`src/logic/controlPkg.sv`:
```
`default_nettype none

package controlPkg;

	localparam int opWidth = 6;    // Opcode and function field width
	localparam int stateWidth = 6;

	// Primary opcodes
	localparam logic [opWidth-1:0] opRtype = 6'h00;
	localparam logic [opWidth-1:0] opJ     = 6'h02;
	localparam logic [opWidth-1:0] opJal   = 6'h03;
	localparam logic [opWidth-1:0] opBeq   = 6'h04;
	localparam logic [opWidth-1:0] opBne   = 6'h05;
	localparam logic [opWidth-1:0] opAddi  = 6'h08;
	localparam logic [opWidth-1:0] opAddiu = 6'h09;
	localparam logic [opWidth-1:0] opSlti  = 6'h0a;
	localparam logic [opWidth-1:0] opXori  = 6'h0e;
	localparam logic [opWidth-1:0] opLui   = 6'h0f;
	localparam logic [opWidth-1:0] opRte   = 6'h10;
	localparam logic [opWidth-1:0] opLw    = 6'h23;
	localparam logic [opWidth-1:0] opLb    = 6'h24;
	localparam logic [opWidth-1:0] opLh    = 6'h25;
	localparam logic [opWidth-1:0] opSw    = 6'h2b;

	// Function codes under opRtype
	localparam logic [opWidth-1:0] fnJr   = 6'h08;
	localparam logic [opWidth-1:0] fnAddu = 6'h21;
	localparam logic [opWidth-1:0] fnSubu = 6'h23;
	localparam logic [opWidth-1:0] fnSlt  = 6'h2a;

	typedef enum logic [stateWidth-1:0] {
		Fetch, F1, F2, F3, Decode,
		Lui, Rtype, RtypeCont, Beq, Bne,
		Load, Load1, Load2, Load3, Load4,
		Sw, Sw1, J, Brk,
		Addi1, Addi2, Xori1, Xori2,
		Jal, Jr, Slt, Slti, SltCont,
		Ovf, Ovf1, Ovf2,
		OpExc, OpExc1, OpExc2,
		Rte
	} stateT;

	typedef enum logic [2:0] {
		aluAdd   = 3'd0,
		aluSub   = 3'd1,
		aluFunct = 3'd2,    // ALU control decodes funct
		aluXor   = 3'd3
	} aluOpT;

	typedef enum logic [1:0] {
		srcBReg      = 2'd0,
		srcBFour     = 2'd1,
		srcBImm      = 2'd2,    // Sign-extended immediate
		srcBImmShift = 2'd3     // Immediate shifted left by two
	} aluSrcBT;

	typedef enum logic [1:0] {
		pcAluResult  = 2'd0,
		pcAluOut     = 2'd1,
		pcJumpTarget = 2'd2
	} pcSourceT;

	typedef enum logic [2:0] {
		memAluOut   = 3'd0,
		memMdr      = 3'd1,
		memUpperImm = 3'd2,
		memZero     = 3'd3,
		memOne      = 3'd4
	} memToRegT;

	typedef enum logic [2:0] {
		addrPc     = 3'd0,
		addrAluOut = 3'd1,
		addrOpExc  = 3'd2,    // Invalid opcode handler vector
		addrOvf    = 3'd3
	} iOrDT;

	typedef enum logic [1:0] {
		dstRt   = 2'd0,
		dstRd   = 2'd1,
		dstLink = 2'd2    // Register 31
	} regDstT;

	typedef enum logic [1:0] {
		epcCapture = 2'd0,
		epcVector  = 2'd1,
		epcReturn  = 2'd2
	} epcSelectT;

	typedef enum logic [1:0] {
		sizeWord = 2'd0,
		sizeHalf = 2'd1,
		sizeByte = 2'd2
	} loadSizeT;

endpackage

`default_nettype wire

```
`src/logic/controlDecoder.sv`:
```
`timescale 1ns/1ns
`default_nettype none

module controlDecoder (
	input  controlPkg::stateT     state,
	input  controlPkg::loadSizeT  loadSize,
	input  logic                  zeroFlag,
	input  logic                  lessFlag,
	output logic                  pcWrite,
	output logic                  memWrite,
	output logic                  irWrite,
	output logic                  regWrite,
	output logic                  aWrite,
	output logic                  bWrite,
	output logic                  aluOutLoad,
	output logic                  mdrLoad,
	output logic                  epcWrite,
	output logic                  aluSrcA,
	output controlPkg::aluSrcBT   aluSrcB,
	output controlPkg::aluOpT     aluOp,
	output controlPkg::pcSourceT  pcSource,
	output controlPkg::memToRegT  memToReg,
	output controlPkg::iOrDT      iOrD,
	output controlPkg::regDstT    regDst,
	output controlPkg::epcSelectT epcSelect,
	output controlPkg::loadSizeT  mdrInSize
);

	import controlPkg::*;

	always_comb begin
		pcWrite    = 1'b0;
		memWrite   = 1'b0;
		irWrite    = 1'b0;
		regWrite   = 1'b0;
		aWrite     = 1'b0;
		bWrite     = 1'b0;
		aluOutLoad = 1'b0;
		mdrLoad    = 1'b0;
		epcWrite   = 1'b0;
		aluSrcA    = 1'b0;    // PC on ALU port A
		aluSrcB    = srcBReg;
		aluOp      = aluAdd;
		pcSource   = pcAluResult;
		memToReg   = memAluOut;
		iOrD       = addrPc;
		regDst     = dstRt;
		epcSelect  = epcCapture;
		mdrInSize  = sizeWord;

		case (state)
			Fetch: begin
				aluSrcB    = srcBFour;    // PC + 4
				aluOutLoad = 1'b1;
			end
			F2: begin
				pcWrite  = 1'b1;
				pcSource = pcAluOut;
				irWrite  = 1'b1;    // Instruction word is valid now
			end
			Decode: begin
				aWrite     = 1'b1;
				bWrite     = 1'b1;
				aluSrcB    = srcBImmShift;    // Branch target ahead of time
				aluOutLoad = 1'b1;
			end
			Lui: begin
				regWrite = 1'b1;
				memToReg = memUpperImm;
			end
			Rtype: begin
				aluSrcA    = 1'b1;
				aluOp      = aluFunct;
				aluOutLoad = 1'b1;
			end
			RtypeCont: begin
				regWrite = 1'b1;
				regDst   = dstRd;
			end
			Beq, Bne: begin
				aluSrcA  = 1'b1;
				aluOp    = aluSub;    // rs - rt drives zeroFlag
				pcSource = pcAluOut;
				pcWrite  = (state == Beq) ? zeroFlag : !zeroFlag;
			end
			Load, Sw: begin
				aluSrcA    = 1'b1;
				aluSrcB    = srcBImm;    // Effective address
				aluOutLoad = 1'b1;
				if (state == Load) begin
					mdrInSize = loadSize;
				end
			end
			Load1, Load2: begin
				iOrD = addrAluOut;    // Address held over the memory delay
			end
			Load3: begin
				iOrD    = addrAluOut;
				mdrLoad = 1'b1;
			end
			Load4: begin
				regWrite = 1'b1;
				memToReg = memMdr;
			end
			Sw1: begin
				iOrD     = addrAluOut;
				memWrite = 1'b1;
			end
			Addi1, Xori1: begin
				aluSrcA    = 1'b1;
				aluSrcB    = srcBImm;
				aluOp      = (state == Xori1) ? aluXor : aluAdd;
				aluOutLoad = 1'b1;
			end
			Addi2, Xori2: begin
				regWrite = 1'b1;    // Result to rt
			end
			J: begin
				pcWrite  = 1'b1;
				pcSource = pcJumpTarget;
			end
			Jal: begin
				pcWrite  = 1'b1;
				pcSource = pcJumpTarget;
				regWrite = 1'b1;
				regDst   = dstLink;
			end
			Jr: begin
				aluSrcA = 1'b1;    // rt field is zero, so the ALU passes rs
				pcWrite = 1'b1;
			end
			Slt, Slti: begin
				aluSrcA    = 1'b1;
				aluSrcB    = (state == Slti) ? srcBImm : srcBReg;
				aluOp      = aluSub;
				aluOutLoad = 1'b1;
			end
			SltCont: begin
				regWrite = 1'b1;
				regDst   = dstRd;
				memToReg = lessFlag ? memOne : memZero;
			end
			Ovf, OpExc: begin
				iOrD     = (state == Ovf) ? addrOvf : addrOpExc;
				epcWrite = 1'b1;    // Save the faulting PC
			end
			Ovf1, OpExc1: begin
				iOrD = (state == Ovf1) ? addrOvf : addrOpExc;
			end
			Ovf2, OpExc2: begin
				pcWrite   = 1'b1;
				epcSelect = epcVector;    // Handler address read from memory
			end
			Rte: begin
				pcWrite   = 1'b1;
				epcSelect = epcReturn;
			end
			default: begin
				// F1, F3 and Brk stay idle
			end
		endcase
	end

endmodule

`default_nettype wire

```
`src/logic/controlUnit.sv`:
```
`timescale 1ns/1ns
`default_nettype none

module controlUnit (
	input  logic                           Clk,
	input  logic                           Reset,
	input  logic [controlPkg::opWidth-1:0] op,
	input  logic [controlPkg::opWidth-1:0] funct,
	input  logic                           breakReq,
	input  logic                           overflowFlag,
	input  logic                           zeroFlag,
	input  logic                           lessFlag,
	output controlPkg::stateT              state,
	output logic                           pcWrite,
	output logic                           memWrite,
	output logic                           irWrite,
	output logic                           regWrite,
	output logic                           aWrite,
	output logic                           bWrite,
	output logic                           aluOutLoad,
	output logic                           mdrLoad,
	output logic                           epcWrite,
	output logic                           aluSrcA,
	output controlPkg::aluSrcBT            aluSrcB,
	output controlPkg::aluOpT              aluOp,
	output controlPkg::pcSourceT           pcSource,
	output controlPkg::memToRegT           memToReg,
	output controlPkg::iOrDT               iOrD,
	output controlPkg::regDstT             regDst,
	output controlPkg::epcSelectT          epcSelect,
	output controlPkg::loadSizeT           mdrInSize
);

	import controlPkg::*;

	stateT    dispatchState;
	logic     overflowExempt;
	loadSizeT loadSize;    // Latched in Decode

	opcodeDispatch opcodeDispatch_i (
		.Clk            (Clk),
		.Reset          (Reset),
		.op             (op),
		.funct          (funct),
		.state          (state),
		.dispatchState  (dispatchState),
		.overflowExempt (overflowExempt),
		.loadSize       (loadSize)
	);

	stateSequencer stateSequencer_i (
		.Clk            (Clk),
		.Reset          (Reset),
		.breakReq       (breakReq),
		.overflowFlag   (overflowFlag),
		.dispatchState  (dispatchState),
		.overflowExempt (overflowExempt),
		.state          (state)
	);

	controlDecoder controlDecoder_i (
		.state      (state),
		.loadSize   (loadSize),
		.zeroFlag   (zeroFlag),
		.lessFlag   (lessFlag),
		.pcWrite    (pcWrite),
		.memWrite   (memWrite),
		.irWrite    (irWrite),
		.regWrite   (regWrite),
		.aWrite     (aWrite),
		.bWrite     (bWrite),
		.aluOutLoad (aluOutLoad),
		.mdrLoad    (mdrLoad),
		.epcWrite   (epcWrite),
		.aluSrcA    (aluSrcA),
		.aluSrcB    (aluSrcB),
		.aluOp      (aluOp),
		.pcSource   (pcSource),
		.memToReg   (memToReg),
		.iOrD       (iOrD),
		.regDst     (regDst),
		.epcSelect  (epcSelect),
		.mdrInSize  (mdrInSize)
	);

endmodule

`default_nettype wire

```
`src/logic/opcodeDispatch.sv`:
```
`timescale 1ns/1ns
`default_nettype none

module opcodeDispatch (
	input  logic                         Clk,
	input  logic                         Reset,
	input  logic [controlPkg::opWidth-1:0] op,
	input  logic [controlPkg::opWidth-1:0] funct,
	input  controlPkg::stateT            state,
	output controlPkg::stateT            dispatchState,
	output logic                         overflowExempt,
	output controlPkg::loadSizeT         loadSize
);

	import controlPkg::*;

	loadSizeT decodedSize;    // Width implied by the current opcode

	// Execution state entered after Decode
	always_comb begin
		case (op)
			opRtype: begin
				case (funct)
					fnJr:    dispatchState = Jr;
					fnSlt:   dispatchState = Slt;
					default: dispatchState = Rtype;    // ALU op picked by funct later
				endcase
			end
			opJ:     dispatchState = J;
			opJal:   dispatchState = Jal;
			opBeq:   dispatchState = Beq;
			opBne:   dispatchState = Bne;
			opAddi:  dispatchState = Addi1;
			opAddiu: dispatchState = Addi1;    // Same path, differs only on overflow
			opSlti:  dispatchState = Slti;
			opXori:  dispatchState = Xori1;
			opLui:   dispatchState = Lui;
			opRte:   dispatchState = Rte;
			opLw:    dispatchState = Load;
			opLb:    dispatchState = Load;
			opLh:    dispatchState = Load;
			opSw:    dispatchState = Sw;
			default: dispatchState = OpExc;    // Unknown opcode traps
		endcase
	end

	always_comb begin
		case (op)
			opLb:    decodedSize = sizeByte;
			opLh:    decodedSize = sizeHalf;
			default: decodedSize = sizeWord;
		endcase
	end

	// Unsigned arithmetic never raises the overflow trap
	assign overflowExempt = ((op == opRtype) && ((funct == fnAddu) || (funct == fnSubu)))
		|| (op == opAddiu);

	// Held for the whole load sequence
	always_ff @(posedge Clk or posedge Reset) begin
		if (Reset) begin
			loadSize <= sizeWord;
		end else if (state == Decode) begin
			loadSize <= decodedSize;
		end
	end

endmodule

`default_nettype wire

```
`src/logic/stateSequencer.sv`:
```
`timescale 1ns/1ns
`default_nettype none

module stateSequencer (
	input  logic              Clk,
	input  logic              Reset,
	input  logic              breakReq,
	input  logic              overflowFlag,
	input  controlPkg::stateT dispatchState,
	input  logic              overflowExempt,
	output controlPkg::stateT state
);

	import controlPkg::*;

	stateT nextState;
	logic  arithState;    // States whose ALU result can overflow
	logic  ovfTrap;

	assign arithState = (state == Rtype) || (state == Addi1);
	assign ovfTrap = arithState && overflowFlag && !overflowExempt;

	always_comb begin
		if (breakReq) begin
			nextState = Brk;    // Break wins over everything but Reset
		end else if (ovfTrap) begin
			nextState = Ovf;
		end else begin
			case (state)
				// Four-cycle fetch and decode
				Fetch:     nextState = F1;
				F1:        nextState = F2;
				F2:        nextState = F3;
				F3:        nextState = Decode;
				Decode:    nextState = dispatchState;

				Rtype:     nextState = RtypeCont;
				RtypeCont: nextState = Fetch;
				Addi1:     nextState = Addi2;
				Addi2:     nextState = Fetch;
				Xori1:     nextState = Xori2;
				Xori2:     nextState = Fetch;
				Slt:       nextState = SltCont;
				Slti:      nextState = SltCont;    // Shares the write-back state
				SltCont:   nextState = Fetch;

				Load:      nextState = Load1;
				Load1:     nextState = Load2;
				Load2:     nextState = Load3;
				Load3:     nextState = Load4;
				Load4:     nextState = Fetch;
				Sw:        nextState = Sw1;
				Sw1:       nextState = Fetch;

				Beq:       nextState = Fetch;
				Bne:       nextState = Fetch;
				J:         nextState = Fetch;
				Jal:       nextState = Fetch;
				Jr:        nextState = Fetch;
				Lui:       nextState = Fetch;
				Rte:       nextState = Fetch;

				// Exception sequences
				Ovf:       nextState = Ovf1;
				Ovf1:      nextState = Ovf2;
				Ovf2:      nextState = Fetch;
				OpExc:     nextState = OpExc1;
				OpExc1:    nextState = OpExc2;
				OpExc2:    nextState = Fetch;

				Brk:       nextState = Brk;    // Only Reset leaves
				default:   nextState = Fetch;
			endcase
		end
	end

	always_ff @(posedge Clk or posedge Reset) begin
		if (Reset) begin
			state <= Fetch;
		end else begin
			state <= nextState;
		end
	end

endmodule

`default_nettype wire

```
`config.mk`:
```
export PLATFORM = sky130hd
export DESIGN_NAME = controlUnit
export DESIGN_NICKNAME = d
export VERILOG_FILES = /design/src/logic/controlPkg.sv /design/src/logic/controlDecoder.sv /design/src/logic/controlUnit.sv /design/src/logic/opcodeDispatch.sv /design/src/logic/stateSequencer.sv
export SDC_FILE = /design/constraint.sdc
export NUM_CORES = 1
export LEC_CHECK = 0
export BUFFER_PORTS_ARGS = -buffer_cell sky130_fd_sc_hd__buf_2
export CORE_ASPECT_RATIO = 0.75
export CORE_MARGIN = 2
export CORE_UTILIZATION = 56
export CTS_CLUSTER_DIAMETER = 30
export DETAILED_ROUTE_END_ITERATION = 10
export GPL_TIMING_DRIVEN = 0
export MAX_ROUTING_LAYER = met4
export PLACE_DENSITY = 0.87
export SYNTH_ARGS = -nofsm -noshare
export SYNTH_HDL_FRONTEND = slang
export SYNTH_SLANG_ARGS = --single-unit
```
`constraint.sdc`:
```
create_clock -name Clk -period 4.1 [get_ports Clk]
set_input_delay 0.82 -clock Clk [delete_from_list [all_inputs] [get_ports Clk]]
set_output_delay 0.82 -clock Clk [all_outputs]
set_load 0.02 [all_outputs]
```
Word-level counts from Yosys, hierarchy flattened
Index checks and enable logic that the tools add are counted.
{"block": "word_totals", "ff_bits": 8, "input_bits": 18, "output_inout_bits": 35, "word_cells": 113}
{"block": "classes", "n_eq_ne": 52, "mux": 30, "reduce_logical": 29}
{"op": "$pmux 6 s19", "count": 1}
{"op": "$eq 6x5->1 const B", "count": 17}
{"op": "$eq 6x4->1 const B", "count": 14}
{"op": "$pmux 6 s12", "count": 1}
{"op": "$eq 6x6->1 const B", "count": 10}
{"op": "$eq 6x3->1 const B", "count": 6}
{"op": "$pmux 3 s3", "count": 3}
{"op": "$eq 6x2->1 const B", "count": 4}
{"op": "$reduce_or 2->1", "count": 10}
{"op": "$pmux 2 s2", "count": 4}
{"op": "$reduce_or 7->1", "count": 2}
{"op": "$logic_not 6->1", "count": 2}
{"op": "$mux 6", "count": 2}
{"op": "$reduce_or 4->1", "count": 3}
{"op": "$mux 1", "count": 11}
{"op": "$pmux 5 s2", "count": 1}
{"op": "$reduce_or 10->1", "count": 1}
{"op": "$reduce_or 9->1", "count": 1}
{"op": "$mux 2", "count": 4}
{"op": "$pmux 2 s4", "count": 1}
{"op": "$eq 6x1->1 const B", "count": 1}
{"op": "$reduce_or 3->1", "count": 2}
{"op": "$logic_and 1x1->1", "count": 3}
{"op": "$logic_or 1x1->1", "count": 3}
{"op": "other kinds (3)", "count": 4}

Depth between registers and ports, before layout
Gate-level depths: netlist of run 1.
{"block": "logic_depth", "depth_word": 8, "mapped_depth": 8, "depth_no_buf": 6}

Hierarchy
From an unflattened synthesis of run 1, not the netlist that was laid out.
{"block": "hier_totals", "hier_cells": 271, "area_unflattened_um2": 1936.9}
{"mod": "controlDecoder", "instances": 1, "cells_each": 106, "area_per_inst_um2": 740.7, "seq_area_each_um2": 0.0}
{"mod": "stateSequencer", "instances": 1, "cells_each": 88, "area_per_inst_um2": 720.7, "seq_area_each_um2": 150.1}
{"mod": "opcodeDispatch", "instances": 1, "cells_each": 77, "area_per_inst_um2": 475.5, "seq_area_each_um2": 50.0}

Worst setup path before layout of run 1
Ideal clock, no wire load.
{"block": "synth_timing", "kind": "register -> output", "startpoint": "reg stateSequencer_i.state[3]", "endpoint": "out aluOutLoad", "arrival_time_ns": 1.992, "required_ns": 3.280, "path_slack_ns": 1.288, "stages_incl_launch_ff": 7, "n_path_buf": 4, "path_cell_list": "dfrtp_1 -> buf_2 -> buf_2 -> buf_1 -> buf_2 -> nor2_1 -> a211oi_1"}
{"block": "synth_between", "elab_chain_len": 3, "word_cells_on_any_way": 11, "cone_classes": "8 x eq/ne; 1 x mux; 2 x reduce/logical"}
{"element": "start: declaration", "line": "stateSequencer.sv:11", "text": "output controlPkg::stateT state"}
{"element": "start signal: assignment", "line": "stateSequencer.sv:79", "text": "state <= Fetch;"}
{"element": "start signal: assignment", "line": "stateSequencer.sv:81", "text": "state <= nextState;"}
{"element": "$eq 6x3->1 (tied with other cells)", "line": "controlDecoder.sv:51", "text": "case (state)"}
{"element": "$reduce_or 9->1 (no line) *"}
{"element": "$mux 1 *", "line": "controlDecoder.sv:51"}
{"element": "end: declaration", "line": "controlUnit.sv:20", "text": "output logic aluOutLoad,"}
Every way passes the cells marked *; elsewhere a longest branch is shown, timed or not.

Final worst setup path of run 1
Same ends and word-level chain as after synthesis.

==> results of run 1 <==
==> report_power, final <==
part / total (W) / switching [W] / internal, W
Combinational: 0.000628 / 0.000423 / 0.000206
Sequential: 0.000126 / 0.0000312 / 0.0000947
Clock: 0.0000919 / 0.0000285 / 0.0000634
==> kinds of logic (layout without fill, tap and decap cells) <==
logic type	after synthesis	after routing	share of synthesized area
buffers and inverters	34	86	0.0910
other	1	2	0.00233
AND/OR/NAND/NOR	130	130	0.407
AO/OA/AOI/OAI	81	81	0.335
adder cells (fa/ha/maj)	2	2	0.0124
flip-flops	8	8	0.124
XOR/XNOR	5	5	0.0272
==> layout make-up <==
cell class	count	share of cell area
Buffer	26	0.0598
Inverter	8	0.0154
Tap cell	36	0.0232
Clock buffer	3	0.0212
Multi-Input combinational cell	220	0.651
Sequential cell	8	0.103
Timing Repair Buffer	49	0.126
==> worst max-delay path by stage <==
stage | from | to | slack, ps | cells past startpoint
3_5_place_dp | stateSequencer_i.state[3] | aluOutLoad | 1260 | 7
6_report | stateSequencer_i.state[3] | aluOutLoad | 940 | 7
3_3_place_gp | stateSequencer_i.state[3] | aluOutLoad | 1270 | 7
4_1_cts | stateSequencer_i.state[3] | aluOutLoad | 1020 | 7
5_1_grt | stateSequencer_i.state[0] | memToReg[1] | 800 | 7
2_1_floorplan | stateSequencer_i.state[3] | aluOutLoad | 1290 | 6
==> state kept, by name, summed over array words and instances, names as in the netlist <==
name                       count
opcodeDispatch_i.loadSize      2
stateSequencer_i.state         6
==> cell usage in the layout (no fill, tap or decap), types with 5 or more instances in the layout <==
| master | instances |
|---|---|
| buf_2 | 55 |
| nor2_1 | 40 |
| a21oi_1 | 25 |
| nand2_1 | 24 |
| o21ai_0 | 18 |
| nor2b_1 | 12 |
| clkbuf_1 | 12 |
| nor3_1 | 11 |
| nand3_1 | 8 |
| inv_1 | 8 |
| nand2b_1 | 8 |
| dfrtp_1 | 8 |
| buf_1 | 5 |
| and3_1 | 5 |
| or3_1 | 5 |
==> through the flow <==
stage | cell area (um^2) | setup WS (ps)
finish | 1940 | 938
global route | 1940 | 802
CTS | 1940 | 1020
detailed placement | 1900 | 1260
global placement | 1900 | 1270
floorplan | 1610 | 1290
==> routing by layer <==
metal	global-route usage	vias up	wire [um]
met5	-	-	0
met4	0.0313	0	65
met3	0.0830	17	876
met2	0.524	182	2280
met1	0.521	945	2340
li1	-	1040	-
==> critical path, delay by kind of cell (launching register included) <==
kind,cells,cell delay [ps]
compound gates,1,190
flops,1,440
simple gates,1,70
buf+inv,5,1410
==> results_dict.tcl, run 1 <==
set metrics [dict create \
    outcome "finished clean" \
    synth_top_area_share 0.124 \
    grt_first_pass_wirelength_mm 9.00 \
    cts_tree "done" \
    worst-r2r-setup-slack_ps 1980 \
    first_pass_iters 5 \
    async_reset_ff_frac 1.00 \
    fin_nets 334 \
    overflow 0 \
    worst_r2r_startpoint "stateSequencer_i.state[4]" \
    reg2reg_to "stateSequencer_i.state[1]" \
    chipHeight_um 50.4 \
    synthTopCellsByCount "nor2_1 (40), a21oi_1 (25), nand2_1 (24), o21ai_0 (18)" \
    n_antenna_cell 0 \
    post-route-util 0.730 \
    rsz0062_at_grt "false" \
    path_common_cell "buf_2" \
    skew_ps 3.62 \
    cp_max_fo 10 \
    num_rows 16 \
    reg2reg_depth 6 \
    ys_types 55 \
    core_area_mm2 0.00266 \
    required_ps 3280 \
    start_util 0.604 \
    hpwl_mm 4.29 \
    crit_slowest_cell "dfrtp_1" \
    grt_pass1_vias 1903 \
    clockBufferDepth 2 \
    ys.flop_type "dfrtp_1" \
    setup_violations 0 \
    drt-total-wl_mm 5.56 \
    tns_ps 0 \
    worstHoldStart "opcodeDispatch_i.loadSize[1]" \
    die_x_um 65.9 \
    hold_class "reg -> reg" \
    hold_ws_ps 470 \
    multi_input_area_mm2 0.00127 \
    power_leakage_nw 0.888 \
    cts-buffers-inserted 3 \
    via_per_inst 6.24 \
    cts.hold.buffers_added 0 \
    syn_area_mm2 0.00161 \
    synth_area_per_cell_um2 6.16 \
    power_w 0.000846 \
    cts_sinks 8 \
    tightest_slew_ps 643 \
    wl_per_cell_um 15.9 \
    htree_levels 1 \
    start_kind "flip-flop" \
    io_pins 53 \
    arrival_ps 2340 \
    synth_area_leaders "dfrtp_1 (12%), nor2_1 (9.3%), a21oi_1 (7.8%)" \
    grt_usage 0.358 \
    cts_resized 0 \
    path_cells "buf_2 -> buf_2 -> buf_1 -> buf_2 -> nor2_1 -> a211oi_1 -> buf_2" \
    power_density_mw_per_mm2 435 \
    die_area_mm2 0.00332 \
    grt_max_degree 11 \
    portBuffers 49 \
    end_kind "output pin" \
    timing.final.crit_period_ps 3160 \
    cts_setup_buffers 0 \
    placed_cells 347 \
    instances_no_fill 350 \
    drcViolationCount 0 \
    hold_depth 2 \
    peakVddDrop_mv 0.231 \
    synth_edf_count 0 \
    cap_violations 0 \
    fin_crit_sh 0.771 \
    critPathKind "reg -> out" \
    nFillCells 252 \
    hold_violations 0 \
    synth_area_leader_cell "dfrtp_1" \
    place.gp.congestion 1.02 \
    min_to "opcodeDispatch_i.loadSize[1]" \
    synth-seq-cells 8 \
    cpPeakStageDelay_ps 440 \
    slew_violations 0 \
    seq_area_um2 200 \
    clk_latency_ps 230 \
    syn_to_final_growth_pct 20.8 \
    clk_pin_slew_ps 40 \
    drtAntennaViolNets 0 \
    fmax_mhz 316 \
    drt-initial-drc-count 299 \
    ys_seq_area_frac 0.124 \
    vias 2184 \
    clockRootBuffer "clkbuf_8" \
    grt_antenna_before_repair 0 \
    synth_most_common_cell "nor2_1" \
    slew_headroom 0.567 \
    yosysWarnings 0 \
    syn-instance-count 261 \
    drive_above_1_share 0.217 \
]
No activity file was read; power rests on OpenSTA's default activity.
==> run 2: changes to the inputs <==
--- a/config.mk
+++ b/config.mk
@@ -8,12 +8,12 @@
 export BUFFER_PORTS_ARGS = -buffer_cell sky130_fd_sc_hd__buf_2
 export CORE_ASPECT_RATIO = 0.75
 export CORE_MARGIN = 2
-export CORE_UTILIZATION = 56
+export CORE_UTILIZATION = 47
 export CTS_CLUSTER_DIAMETER = 30
 export DETAILED_ROUTE_END_ITERATION = 10
 export GPL_TIMING_DRIVEN = 0
 export MAX_ROUTING_LAYER = met4
-export PLACE_DENSITY = 0.87
+export PLACE_DENSITY = 0.78
 export SYNTH_ARGS = -nofsm -noshare
 export SYNTH_HDL_FRONTEND = slang
 export SYNTH_SLANG_ARGS = --single-unit
==> constraint.sdc (replaced) <==
create_clock -name Clk -period 2.8 [get_ports Clk]
set_input_delay 0.56 -clock Clk [delete_from_list [all_inputs] [get_ports Clk]]
set_output_delay 0.56 -clock Clk [all_outputs]
set_load 0.02 [all_outputs]
==> results_dict.tcl, run 2 (synthesis results as in run 1) <==
set metrics [dict create \
    outcome "finished clean" \
    layout_commonest_cell "buf_2" \
    combPwrFrac 0.742 \
    timing.final.crit_period_ps 2630 \
    drt-total-wl_mm 5.12 \
    fin_nets 333 \
    hold_class "in -> async" \
    cts-buffers-inserted 3 \
    drive_above_1_share 0.233 \
    p_int_w 0.000538 \
    worst_r2r_startpoint "stateSequencer_i.state[2]" \
    tightest_slew_ps 489 \
    tns_ps 0 \
    arrival_ps 2070 \
    required_ps 2240 \
    start_kind "flip-flop" \
    slew_headroom 0.670 \
    seq_area_um2 200 \
    end_kind "output pin" \
    rsz0062_at_grt "false" \
    critPathKind "reg -> out" \
    largest-register "stateSequencer_i.state" \
    placed_cells 351 \
    clockRootBuffer "clkbuf_8" \
    wl_per_cell_um 14.5 \
    htree_levels 1 \
    cts_tree "done" \
    multi_input_area_mm2 0.00127 \
    pwr-share-clk 0.110 \
    cts_setup_buffers 0 \
    syn_to_final_growth_pct 21.3 \
    setup_violations 0 \
    reg2reg_depth 6 \
    grt_antenna_before_repair 0 \
    grt_usage 0.272 \
    hold_violations 0 \
    place.gp.congestion 1.01 \
    skew_ps 1.99 \
    slew_violations 0 \
    n_antenna_cell 0 \
    clk_pin_slew_ps 40 \
    via_per_inst 6.03 \
    clk_latency_ps 230 \
    fin_crit_sh 0.938 \
    die_area_mm2 0.00391 \
    power_density_mw_per_mm2 625 \
    pwr-share-seq 0.148 \
    clockBufferDepth 2 \
    peakVddDrop_mv 0.236 \
    drtAntennaViolNets 0 \
    overflow 0 \
    die_x_um 71.6 \
    drcViolationCount 0 \
    power_leakage_nw 0.903 \
    grt_max_degree 20 \
    chipHeight_um 54.7 \
    num_rows 18 \
    largestRegisters "stateSequencer_i.state: 6 flops, opcodeDispatch_i.loadSize: 2 flops" \
    nFillCells 336 \
    io_pins 53 \
    grt_pass1_vias 1725 \
    core_area_mm2 0.00329 \
    vias 2129 \
    drt-initial-drc-count 333 \
    instances_no_fill 353 \
    largest_register_ffs 6 \
    first_pass_iters 5 \
    fmax_mhz 381 \
    p_sw_frac 0.559 \
    portBuffers 49 \
    cp_max_fo 10 \
    grt_first_pass_wirelength_mm 8.14 \
    cap_violations 0 \
    layout_common_cells "buf_2 (55), nor2_1 (40), a21oi_1 (25), nand2_1 (24), o21ai_0 (17)" \
    start_util 0.489 \
    p_sw_w 0.000683 \
    startpoint "stateSequencer_i.state[4]" \
    cts_sinks 8 \
    hpwl_mm 3.99 \
]
==> run 2: stage by stage <==
stage	cell area, um^2	setup slack (ps)	hold slack [ps]	power, W	utilization
final	1950	173	266	0.00122	0.594
after global placement	1910	255	463	0.00106	0.580
after floorplan	1610	248	376	0.000818	-
after CTS	1950	18.1	276	0.00120	0.592
after detailed placement	1910	226	470	0.00106	0.580
after global routing	1950	32.4	286	0.00132	0.594
==> run 2: area by class of cell <==
cell class / count / share of cell area
plain buffers: 25 / 0.0609
multi-input cells: 220 / 0.649
clock buffers: 3 / 0.0212
inverters: 8 / 0.0154
well taps: 40 / 0.0256
repair buffers: 49 / 0.126
flip-flops and latches: 8 / 0.103
==> run 2: final timing paths <==
kind / end / slack (ps)
worst max-delay path: regWrite / 170
worst min-delay path: stateSequencer_i.state[5] / 270
worst max register to register: stateSequencer_i.state[5] / 710
min in group Clk: opcodeDispatch_i.loadSize[1] / 470
worst min register to register: opcodeDispatch_i.loadSize[1] / 470
max in group asynchronous: stateSequencer_i.state[4] / 2310
==> run 2: per-layer routing <==
| metal | wire length, um | vias up | part of all wire | GRT usage |
|---|---|---|---|---|
| li1 | - | 1035 | - | - |
| met1 | 2380 | 927 | 0.46 | 0.396 |
| met2 | 2050 | 156 | 0.40 | 0.400 |
| met3 | 651 | 11 | 0.13 | 0.0460 |
| met4 | 37 | 0 | 0.0072 | 0.0472 |
| met5 | 0 | - | 0 | - |
==> run 2: timing repair <==
| action | 4_1_cts | 5_1_grt |
|---|---|---|
| gates resized for setup | 0 | 8 |
| setup endpoints to repair | 1 | 8 |
| hold buffers | 0 | 0 |
| endpoints found under the hold margin | 0 | 0 |
==> run 2: power by group through the flow <==
stage	logic [W]	clock network (W)	registers [W]
global placement	0.000878	0	0.000180
CTS	0.000880	0.000139	0.000179
finish	0.000905	0.000135	0.000181
global route	0.000988	0.000147	0.000185
floorplan	0.000627	0	0.000191
detailed placement	0.000880	0	0.000181
==> run 2: worst max-delay path, cell delays in order (launching register included) <==
cell,delay (ps)
dfrtp_1,500
buf_2,270
nand2_1,150
o21ai_1,390
a21oi_1,130
a2bb2oi_1,150
nor2_1,90
buf_2,170
